### src/verilog/icache_pkg.sv
package icache_pkg;

//----------------------------------------------------------
// core and memory widths

// core address is a word address
localparam int unsigned CORE_ADDR_W = 12;
localparam int unsigned INST_W = 32;

// one memory beat is a quarter of a line
localparam int unsigned MEM_DATA_W = 128;
localparam int unsigned MEM_ADDR_W = 10;

//----------------------------------------------------------
// cache geometry

localparam int unsigned SETS = 4;
localparam int unsigned WAYS = 2;
localparam int unsigned SET_W = 2;
localparam int unsigned TAG_W = 6;

// 16 words per 64-byte line
localparam int unsigned WORD_W = 4;

// refill beats per line
localparam int unsigned BEATS = 4;
localparam int unsigned BEAT_W = 2;
localparam int unsigned WORD_IN_BEAT_W = 2;

// bank entry is one beat, indexed by set and beat
localparam int unsigned BANK_ADDR_W = 4;

//----------------------------------------------------------
// address views

// fields view for tag lookup
// beat view for refill and word select
// low bits of beat_addr are {set_idx, beat in line}
typedef union packed {
    struct packed {
        logic [TAG_W-1:0] tag;
        logic [SET_W-1:0] set_idx;
        logic [WORD_W-1:0] word;
    } f;
    struct packed {
        logic [MEM_ADDR_W-1:0] beat_addr;
        logic [WORD_IN_BEAT_W-1:0] word_in_beat;
    } b;
} core_addr_u;

//----------------------------------------------------------
// refill controller

typedef enum logic [1:0] {
    IDLE,
    REFILL,
    RESPOND
} refill_state_t;

endpackage

### src/verilog/icache_lookup.sv
`timescale 1ns/1ps

module icache_lookup import icache_pkg::*; (
    input  logic       clk,
    input  logic       rst,
    // accepted core request
    input  logic       req_fire_i,
    input  core_addr_u req_addr_i,
    // line fill from refill controller
    input  logic       fill_done_i,
    input  logic       fill_way_i,
    input  core_addr_u fill_addr_i,
    // lookup result
    output logic       hit_o,
    output logic       miss_o,
    output logic       hit_way_o,
    output logic       victim_way_o
);

//----------------------------------------------------------
// arrays

// valid bits per way, one bit per set
logic [SETS-1:0] valid_q [WAYS];
logic [TAG_W-1:0] tag_q [WAYS][SETS];

// one bit per set, names the least recently used way
logic [SETS-1:0] lru_q;

logic [SET_W-1:0] req_set;
logic [TAG_W-1:0] req_tag;
logic [WAYS-1:0] way_match;
logic any_match;

//----------------------------------------------------------
// tag compare

assign req_set = req_addr_i.f.set_idx;
assign req_tag = req_addr_i.f.tag;

always_comb begin
    for (int w = 0; w < WAYS; w++) begin
        way_match[w] = valid_q[w][req_set] && (tag_q[w][req_set] == req_tag);
    end
end

assign any_match = |way_match;

// only meaningful for an accepted request
assign hit_o = req_fire_i && any_match;
assign miss_o = req_fire_i && !any_match;

// two ways, so the upper match bit is the way index
assign hit_way_o = way_match[1];
assign victim_way_o = lru_q[req_set];

//----------------------------------------------------------
// valid and lru update

always_ff @(posedge clk) begin
    if (rst) begin
        for (int w = 0; w < WAYS; w++) begin
            valid_q[w] <= '0;
        end
        lru_q <= '0;
    end else if (fill_done_i) begin
        // line complete, filled way becomes most recent
        valid_q[fill_way_i][fill_addr_i.f.set_idx] <= 1'b1;
        lru_q[fill_addr_i.f.set_idx] <= ~fill_way_i;
    end else if (miss_o) begin
        // victim is dead from the moment it gets chosen
        valid_q[victim_way_o][req_set] <= 1'b0;
    end else if (hit_o) begin
        lru_q[req_set] <= ~hit_way_o;
    end
end

//----------------------------------------------------------
// tag write

always_ff @(posedge clk) begin
    if (fill_done_i) begin
        tag_q[fill_way_i][fill_addr_i.f.set_idx] <= fill_addr_i.f.tag;
    end
end

endmodule

### config.mk
export PLATFORM = sky130hd
export DESIGN_NAME = icache_lookup
export DESIGN_NICKNAME = d
export VERILOG_FILES = /design/src/verilog/icache_pkg.sv /design/src/verilog/icache_lookup.sv
export SDC_FILE = /design/constraint.sdc
export NUM_CORES = 1
export LEC_CHECK = 0
export ABC_AREA = 0
export BUFFER_PORTS_ARGS = -buffer_cell sky130_fd_sc_hd__clkbuf_2
export CORE_MARGIN = 2
export CORE_UTILIZATION = 55
export DETAILED_ROUTE_END_ITERATION = 8
export HOLD_SLACK_MARGIN = 0.12
export PLACE_DENSITY = 0.76
export SKIP_CTS_REPAIR_TIMING = 1
export SYNTH_ARGS = -nofsm -noshare
export SYNTH_HDL_FRONTEND = slang
export SYNTH_SLANG_ARGS = --single-unit
export TNS_END_PERCENT = 10
### constraint.sdc
create_clock -name clk -period 6.8 [get_ports clk]
set_input_delay 0.34 -clock clk [delete_from_list [all_inputs] [get_ports clk]]
set_output_delay 0.34 -clock clk [all_outputs]
set_load 0.005 [all_outputs]
==> results by stage <==
Run status:
- The run finished with clean final reports.

Die:
- The die outline height is 75.4 µm.
- The die width is 75.4 µm.
- The number of placed I/O pins is 33.
- Row generation in the floorplan step produced 25 rows.
- The starting utilization of the core area is 58.1%.
- The core region area is 4820 µm².
- The die area is 5680 µm².

STA:
- The count of pins over their slew limit came to 0.
- Setup violations remaining at the end of the flow were counted as 0.
- Setup repair after global routing left no endpoint under its margin.
- Across the routed clock network, the largest skew measured is 0.00571 ns.
- The clock period minus worst slack is 3.09 ns.
- For this run, the top clock speed supported by timing is 324 MHz.
- The worst slew slack as a fraction of its limit is 37.3%.
- The slew of the pin with the lowest slew margin is 0.937 ns.
- The number of hold-slack violations in the final timing report is 0.
- For the final routed database, the setup TNS stands at 0 ns.
- Of the available clock period, the critical path in the final layout requires 45.4%.

Drt:
- Wires add up to 5650 µm.
- Using the TritonRoute via totals, the vias-per-cell ratio works out to 6.02.
- The initial detailed-routing violation count is 116.
- The count of TritonRoute iterations in the first routing pass is 4.
- Detailed routing inserted a total of 1,740 vias.
- The average wire length per cell after detail routing is 19.6 µm.
- The detailed-route DRC error count is 0.
- Once detail routing completed, the nets flagged for antenna violations numbered 0.

Run:
- The number of maximum-capacitance constraint violations is 0.

Global route:
- The initial antenna violation count is 0.
- The met2 track demand over resource is 35.7%.
- For this run, global-route usage on met1 was measured as 27.4%.
- The via count of the first global-routing pass is 1,746.
- The total routing resource utilization after global routing is 21.9%.
- For this run, global-route usage on met3 was measured as 5.95%.
- The global-route layer with the greatest usage is met2.
- The maximum number of pins on one net before global-route repair is 27.
- The first global-routing pass estimated 8610 µm of wire.
- The final global-route overflow total is 0.

Power:
- For this design the static power due to leakage is 1.07 nW.
- Dividing total power by cell area gives a power density of 252 nW/µm².
- The maximum ir drop on the vdd rail is 0.142 mV.

Layout:
- Once layout is complete, the utilization of the core stands at 65.4%.
- The count of nets after finishing is 246.
- The repair_antennas step left the layout with diodes totalling 0.
- In the layout the commonest cells are 56 x edfxtp_1, 24 x clkbuf_2, 22 x nor2_1.
- The multi-input combinational cells in the finished layout cover a total of 977 µm².
- From synthesis to final layout, the design area changed by 12.5%.
- Leaving out fill and tap cells, the most frequent cell in the layout is edfxtp_1.
- The number of filler cells placed in the layout is 370.
- The layout cell share with drive strength beyond 1 is 23.0%.
- Registers take 1760 µm².

Setup path:
- The register-to-register path setup slack is 4.24 ns.
- In this run the worst path has a maximum fanout of 26.
- For the worst setup path, the data arrival time is 2.75 ns.
- The launching point of the worst reg2reg path is tag_q[1][22].
- The number of cells traversed by the worst register-to-register path is 7.
- The startpoint of the worst setup timing path is req_addr_i[4].
- The worst setup path is of the in -> out kind.
- The worst setup path is captured at an output port.
- STA classifies the critical path startpoint as an input pin.
- The endpoint of the worst-slack reg-to-reg timing path is valid_q[1][0].
- The worst endpoint required time is 6.46 ns.

Synthesis:
- The number of flip-flops and latches in the synthesized netlist is 60.
- For this run, the leading register cell type out of synthesis is edfxtp_1.
- The post-synthesis cell type count is 44.
- The area of the mapped netlist is 2800 µm².
- Summing the sequential cell areas from Yosys gives 62.9% of the chip area.
- In the synthesized netlist the async set-or-reset flop fraction comes to 0%.
- The synthesis warning total is 0.
- Counting flops with a built-in enable in the synthesized netlist gives 56.
- The count of mapped cells out of synthesis is 189.
- Dividing the synthesized area by the synthesized cell count gives 14.8 µm².
- Synthesis produced a netlist with a net count of 218.

CTS:
- The clock root buffer master is clkbuf_8.
- Counting along the longest clock path gives a buffer depth of 2.
- TritonCTS built the clock tree.
- TritonCTS created 9 clock buffers.
- Clock tree synthesis found a total of 60 sinks.
- The H-tree was split into 3 levels.
- The insertion delay to the later sink of the worst-skew pair is 0.34 ns.
- Clock-pin slew was measured on the worst setup and hold paths at 0.07 ns.

Worst hold path:
- The source of the worst hold timing path is fill_addr_i[10].
- Along the worst hold path, the cell count comes to 1.
- The end point of the worst hold path is tag_q[1][16].
- The worst hold path belongs to the class in -> reg.

Place:
- The weighted congestion at the end of routability-driven global placement is 0.899.
- Port buffering added 24 buffers.
- Summed over all nets, the half-perimeter wirelength after detailed placement is 3770 µm.
[routing by layer]
metal | wire (µm) | share of wire (%)
met1 | 2270 | 40
met2 | 2790 | 49
met3 | 436 | 7.7
met4 | 151 | 2.7
met5 | 0 | 0
[worst max-delay path by stage]
stage                          to  slack [ns]  cells after the start
finish                      hit_o        3.71                      8
global route                hit_o        3.54                      8
CTS                         hit_o        3.70                      8
detailed placement  valid_q[1][0]        3.53                      8
global placement    valid_q[0][1]        3.62                      8
floorplan           valid_q[0][1]        4.35                      8
[stage by stage]
step / worst slack [ns] / cells / hold slack, ns / instance area (µm²) / total power (W)
detailed placement: 3.53 / 273 / 0.515 / 2960 / 0.000497
global placement: 3.62 / 273 / 0.515 / 2960 / 0.000494
global route: 3.54 / 289 / 0.274 / 3150 / 0.000819
finish: 3.71 / 289 / 0.279 / 3150 / 0.000794
CTS: 3.70 / 289 / 0.267 / 3150 / 0.000798
floorplan: 4.35 / 189 / 0.439 / 2800 / 0.000474
[worst max-delay path, cell delays in order]
cell      delay [ns]
clkbuf_2        0.58
mux4_1          0.67
xnor2_1         0.20
nand4_1         0.19
nor3_4          0.31
nor2_2          0.12
and2b_1         0.20
clkbuf_2        0.10
[cell type report]
| class | count | share of cell area, % |
|---|---|---|
| sequential | 60 | 55.9 |
| multi-input combinational | 118 | 31.0 |
| tap | 67 | 2.66 |
| clock buffer | 9 | 3.93 |
| inverter | 4 | 0.477 |
| clock inverter | 7 | 2.15 |
| timing repair buffer | 24 | 3.81 |
[registers in the layout, indices dropped and copies added, names as in the netlist]
name,cells
valid_q,8
lru_q,4
tag_q,48
[logic make-up (layout without fill, tap and decap cells)]
kind of cell / Yosys count / count (layout) / share of synthesized area [%]
AO/OA/AOI/OAI: 27 / 27 / 7.28
XOR/XNOR: 17 / 17 / 5.32
buffers and inverters: 11 / 44 / 2.19
flip-flops: 60 / 60 / 62.9
multiplexers: 18 / 18 / 11.7
AND/OR/NAND/NOR: 56 / 56 / 10.6
[power breakdown]
| group | switching, W | leakage, nW | internal (W) |
|---|---|---|---|
| logic | 0.0000419 | 0.421 | 0.0000277 |
| clock network | 0.000137 | 0.0926 | 0.000167 |
| registers | 0.00000331 | 0.554 | 0.000417 |
| total | 0.000183 | 1.07 | 0.000611 |
[synth_stat cells, types with 2 or more instances]
library cell  number  area (µm²)
xor2_1             6        52.6
nand2b_1           2        12.5
nor2_1            22        82.6
inv_1              4        15.0
mux4_1             5         131
nand4_1            2        12.5
nor3_1             9        45.0
a211oi_1           3        22.5
mux4_2             5         113
a32oi_1            2        17.5
o21ai_0            6        30.0
nand3_1            4        20.0
nand3b_1           2        15.0
mux2i_1            6        60.1
clkbuf_1           4        15.0
nand2_1            5        18.8
o2111ai_1          2        17.5
mux2_2             2        22.5
edfxtp_1          56        1680
a21oi_1            3        15.0
a221oi_1           2        17.5
o31a_1             2        17.5
xnor2_1           11        96.3
dfxtp_1            4        80.1
(Power assumes the default switching activity.)
