File: config.mk
export PLATFORM = sky130hd
export DESIGN_NAME = icache_refill
export DESIGN_NICKNAME = d
export VERILOG_FILES = /design/src/verilog/icache_pkg.sv /design/src/verilog/icache_refill.sv
export SDC_FILE = /design/constraint.sdc
export NUM_CORES = 1
export LEC_CHECK = 0
export BUFFER_PORTS_ARGS = -buffer_cell sky130_fd_sc_hd__buf_2
export CAP_MARGIN = 20
export CORE_MARGIN = 4
export CORE_UTILIZATION = 43
export CTS_BUF_LIST = sky130_fd_sc_hd__clkbuf_4
export DETAILED_ROUTE_END_ITERATION = 16
export PLACE_DENSITY_LB_ADDON = 0.25
export SLEW_MARGIN = 30
export SYNTH_ARGS = -nofsm -noshare
export SYNTH_HDL_FRONTEND = slang
export SYNTH_SLANG_ARGS = --single-unit
File: constraint.sdc
create_clock -name clk -period 1.5 [get_ports clk]
set_input_delay 0.3 -clock clk [delete_from_list [all_inputs] [get_ports clk]]
set_output_delay 0.3 -clock clk [all_outputs]
set_load 0.05 [all_outputs]
File: src/verilog/icache_pkg.sv
package icache_pkg;

//----------------------------------------------------------
// core and memory widths

// core address is a word address
localparam int unsigned CORE_ADDR_W = 12;
localparam int unsigned INST_W = 32;

// one memory beat is a quarter of a line
localparam int unsigned MEM_DATA_W = 128;
localparam int unsigned MEM_ADDR_W = 10;

//----------------------------------------------------------
// cache geometry

localparam int unsigned SETS = 4;
localparam int unsigned WAYS = 2;
localparam int unsigned SET_W = 2;
localparam int unsigned TAG_W = 6;

// 16 words per 64-byte line
localparam int unsigned WORD_W = 4;

// refill beats per line
localparam int unsigned BEATS = 4;
localparam int unsigned BEAT_W = 2;
localparam int unsigned WORD_IN_BEAT_W = 2;

// bank entry is one beat, indexed by set and beat
localparam int unsigned BANK_ADDR_W = 4;

//----------------------------------------------------------
// address views

// fields view for tag lookup
// beat view for refill and word select
// low bits of beat_addr are {set_idx, beat in line}
typedef union packed {
    struct packed {
        logic [TAG_W-1:0] tag;
        logic [SET_W-1:0] set_idx;
        logic [WORD_W-1:0] word;
    } f;
    struct packed {
        logic [MEM_ADDR_W-1:0] beat_addr;
        logic [WORD_IN_BEAT_W-1:0] word_in_beat;
    } b;
} core_addr_u;

//----------------------------------------------------------
// refill controller

typedef enum logic [1:0] {
    IDLE,
    REFILL,
    RESPOND
} refill_state_t;

endpackage

File: src/verilog/icache_refill.sv
`timescale 1ns/1ps

module icache_refill import icache_pkg::*; (
    input  logic                   clk,
    input  logic                   rst,
    // core request
    input  logic                   req_core_valid_i,
    input  core_addr_u             req_core_addr_i,
    output logic                   req_core_ready_o,
    output logic                   req_fire_o,
    // core response
    output logic                   rsp_core_valid_o,
    // lookup result
    input  logic                   hit_i,
    input  logic                   miss_i,
    input  logic                   hit_way_i,
    input  logic                   victim_way_i,
    // memory request
    output logic                   req_mem_valid_o,
    output logic [MEM_ADDR_W-1:0]  req_mem_addr_o,
    input  logic                   req_mem_ready_i,
    // memory response
    input  logic                   rsp_mem_valid_i,
    output logic                   rsp_mem_ready_o,
    // fill update to lookup
    output logic                   fill_done_o,
    output logic                   fill_way_o,
    output core_addr_u             fill_addr_o,
    // data bank control
    output logic                   bank_we_o,
    output logic                   bank_wr_way_o,
    output logic [BANK_ADDR_W-1:0] bank_wr_addr_o,
    output logic                   rd_way_o,
    output core_addr_u             rd_addr_o
);

refill_state_t state_q;
refill_state_t state_d;

// pending miss
core_addr_u pend_addr_q;
logic pend_way_q;

// requests may run ahead of responses
logic [BEAT_W-1:0] issue_cnt_q;
logic issue_done_q;
logic [BEAT_W-1:0] rx_cnt_q;

logic hit_q;
logic req_mem_fire;
logic rsp_mem_fire;
logic last_beat;

//----------------------------------------------------------
// core side

assign req_core_ready_o = (state_q == IDLE);
assign req_fire_o = req_core_valid_i && req_core_ready_o;

// hit answers next cycle, a miss answers from RESPOND
assign rsp_core_valid_o = hit_q || (state_q == RESPOND);

//----------------------------------------------------------
// memory side

assign req_mem_valid_o = (state_q == REFILL) && !issue_done_q;
// line-aligned beat address plus issued beat
assign req_mem_addr_o = {pend_addr_q.f.tag, pend_addr_q.f.set_idx, issue_cnt_q};
assign rsp_mem_ready_o = (state_q == REFILL);

assign req_mem_fire = req_mem_valid_o && req_mem_ready_i;
assign rsp_mem_fire = rsp_mem_valid_i && rsp_mem_ready_o;
assign last_beat = rsp_mem_fire && (rx_cnt_q == BEAT_W'(BEATS - 1));

//----------------------------------------------------------
// fill and bank control

assign fill_done_o = last_beat;
assign fill_way_o = pend_way_q;
assign fill_addr_o = pend_addr_q;

// each beat lands at its set and received-beat slot
assign bank_we_o = rsp_mem_fire;
assign bank_wr_way_o = pend_way_q;
assign bank_wr_addr_o = {pend_addr_q.f.set_idx, rx_cnt_q};

assign rd_way_o = (state_q == IDLE) ? hit_way_i : pend_way_q;
assign rd_addr_o = (state_q == IDLE) ? req_core_addr_i : pend_addr_q;

//----------------------------------------------------------
// state machine

always_comb begin
    state_d = state_q;
    unique case (state_q)
        IDLE: begin
            if (miss_i) begin
                state_d = REFILL;
            end
        end
        REFILL: begin
            if (last_beat) begin
                state_d = RESPOND;
            end
        end
        RESPOND: begin
            state_d = IDLE;
        end
        default: begin
            state_d = IDLE;
        end
    endcase
end

always_ff @(posedge clk) begin
    if (rst) begin
        state_q <= IDLE;
        hit_q <= 1'b0;
        issue_cnt_q <= '0;
        issue_done_q <= 1'b0;
        rx_cnt_q <= '0;
    end else begin
        state_q <= state_d;
        hit_q <= hit_i;
        if (miss_i) begin
            issue_cnt_q <= '0;
            issue_done_q <= 1'b0;
            rx_cnt_q <= '0;
        end else begin
            if (req_mem_fire) begin
                issue_cnt_q <= issue_cnt_q + 1'b1;
                if (issue_cnt_q == BEAT_W'(BEATS - 1)) begin
                    issue_done_q <= 1'b1;
                end
            end
            if (rsp_mem_fire) begin
                rx_cnt_q <= rx_cnt_q + 1'b1;
            end
        end
    end
end

// capture the missed request and its victim
always_ff @(posedge clk) begin
    if (miss_i) begin
        pend_addr_q <= req_core_addr_i;
        pend_way_q <= victim_way_i;
    end
end

endmodule

==> results.cfg <==
[pwr]
p_leak_nw = 0.838
power_density_mw_per_mm2 = 955
irDropWorstVdd_mv = 0.677

[yosys]
muxShareOfSynthArea_pct = 21.2
synth_cells = 81
synth_seq_cells = 21
synth_edf_count = 13
synth-xor-area-share_pct = 0
synth-compound-area-share_pct = 1.50
netlist_area_mm2 = 0.00108
synth_fa_ha_area_share_pct = 2.31
synth_nets = 104
async_reset_ff_share_pct = 0
yosys_warnings = 0
synth_top_family_by_area = multiplexers
syn_avg_cell_area_um2 = 13.4
synth_cell_types = 24
yosysSeqAreaShare_pct = 50.9
synth-main-ff-cell = edfxtp_1
yosys.area_share.simple_pct = 13.8

[worst_setup_path]
cp-start-kind = register
slowest_delay_ns = 0.36
timing.rr.start = state_q[1]
worst_path_max_delay_cell = dfxtp_2
worstSetupPathType = register to output port
reg2reg_depth = 5
crit_path_end_kind = output port
cp_max_fo = 5
required_ns = 1.20
path_cells = nor2_4 -> buf_6 -> mux2_4 -> buf_8
timing.rr.end = issue_cnt_q[1]
crit_arrival_ns = 1.43
r2r_slack_ns = 0.05

[timing]
slew_violations = 0
slew_headroom_pct = 78.6
clock_skew_ns = 0.00972
finalCritPeriodShare_pct = 115
finalWorstSetupSlack_ns = -0.230
finalWorstPathRequiredPeriod_ns = 1.73
fmax_mhz = 578
tightestPinTransition_ns = 0.321
holdWs_ns = 0.162
hold_viol = 0
setup_violations = 19
rsz0062_at_grt = true

[flow_run]
max-cap-violations = 0

[clocking]
clk_path_buf_depth = 2
path_clk_slew_ns = 0.12
clkLatencyLatePin_ns = 0.30
clock-sinks = 21
cts_made_buffers = 3
root_buffer = clkbuf_4
h-tree-depth = 1
cts_tree = built

[drt]
wl_met3_um = 226
drc = 0
drt-initial-drc-count = 27
viasPerCell = 4.89
drt_first_pass_iters = 3
wirelength_um = 2700
ant_nets = 0
routed.top_layer = met4
wl_met1_um = 999
wl_met2_um = 1430
wire_per_inst_um = 15.1
via_count = 875

[die]
die_h_um = 58.2
start_util_pct = 47.1
dieArea_mm2 = 0.00338
ios = 69
core_mm2 = 0.00230
die_x_um = 58.2
rows = 17

[global_route]
grt_pass1_wl_um = 4280
grt_max_degree = 18
overflow = 0
grt_use_total_pct = 16.6
grt_pass1_vias = 876
antenna_found_initial = 0

[min_path]
hold_path_class = input port to register
holdPathStages = 1
holdCritStartpoint = victim_way_i
holdPathEnd = bank_wr_way_o

[placement]
dp_cells = 168
place_congestion = 0.648
portBuffers = 68
place_hpwl_um = 1900

[layout]
fin_nets = 175
nFillCells = 167
final-instance-count-excl-fill = 179
area_growth_pct = 60.6
antenna_cells = 0
drive_above_1_share_pct = 76.8

[status]
status = finished with violations
violations = setup timing
[state kept, by name, indices dropped and copies added (netlist names)]
register	cells
hit_q	1
issue_done_q	1
fill_addr_o	12
bank_wr_way_o	1
state_q	2
rx_cnt_q	2
issue_cnt_q	2
[cell type report]
cell class / count / area, um2 / area share [%]
clock buffer: 3 / 22.5 / 1.30
clock inverter: 1 / 5.00 / 0.288
inverter: 3 / 11.3 / 0.648
multi-input combinational: 43 / 474 / 27.3
sequential: 21 / 556 / 32.0
tap: 28 / 35.0 / 2.02
timing repair buffer: 80 / 634 / 36.5
[timing repair]
action,in CTS,in global routing
resized for setup,58,23
endpoints found under the setup margin,20,22
hold buffers,0,0
pin swaps,5,4
buffers inserted,8,2
cloned,1,0
[metal layers]
metal	up-vias	global-route usage, %
li1	421	-
met1	412	17.3
met2	38	30.5
met3	4	3.79
met4	0	8.61
met5	-	0
[synth_stat cells (2+ instances only)]
| cell | instances | share of area (%) |
|---|---|---|
| ha_1 | 2 | 2.3 |
| nor2_1 | 3 | 1.0 |
| nor3_1 | 3 | 1.4 |
| dfxtp_1 | 8 | 15 |
| mux2_2 | 7 | 7.3 |
| edfxtp_1 | 13 | 36 |
| clkbuf_1 | 2 | 0.69 |
| mux2_4 | 10 | 14 |
| buf_4 | 11 | 7.6 |
| nor3b_1 | 6 | 4.2 |
| inv_1 | 3 | 1.0 |
[where the power goes]
part,internal (mW),leakage (nW),switching (mW)
clock,0.0993,0.0177,0.172
sequential,0.651,0.194,0.0217
combinational,0.250,0.627,0.466
[layout by cell type, fill, tap and decap left out, drive strengths merged, types with 2 or more instances in the layout]
cell | netlist | layout
clkbuf | 2 | 3
dfxtp | 8 | 8
nor2 | 4 | 4
nor3 | 3 | 3
nor3b | 6 | 6
edfxtp | 13 | 13
ha | 2 | 2
mux2 | 17 | 17
buf | 12 | 80
inv | 3 | 3
[cells by family (layout without fill, tap and decap cells)]
kind of cell	after synthesis	count (layout)
multiplexers	17	17
buffers and inverters	17	87
flip-flops	21	21
AND/OR/NAND/NOR	22	22
AO/OA/AOI/OAI	2	2
adder cells (fa/ha/maj)	2	2
[critical path, delay by kind of cell, from the launching register on]
kind / cells / cell delay [ns]
simple gates: 1 / 0.14
mux: 1 / 0.31
buf+inv: 2 / 0.31
flops: 1 / 0.36
[how the worst max path moves through the flow]
stage,from,to,slack [ns],depth (start not counted)
global route,state_q[0],rd_addr_o[4],-0.29,4
detailed placement,state_q[0],rd_addr_o[6],0.05,4
CTS,state_q[1],rd_addr_o[4],-0.29,5
floorplan,rx_cnt_q[0],fill_done_o,-0.04,3
global placement,state_q[0],rd_addr_o[3],0.07,4
finish,state_q[0],rd_addr_o[4],-0.23,4
[metrics by stage]
step           util [%]  power, mW  area [um2]  TNS, ns  worst slack (ns)
2_1_floorplan         -       1.17        1090  -0.0439           -0.0439
3_3_place_gp       62.3       1.28        1430        0            0.0700
3_5_place_dp       62.3       1.29        1430        0            0.0495
4_1_cts            74.9       1.66        1720    -4.37            -0.287
5_1_grt            75.7       1.73        1740    -4.31            -0.286
6_report           75.7       1.66        1740    -3.23            -0.230
(Power assumes the default switching activity.)
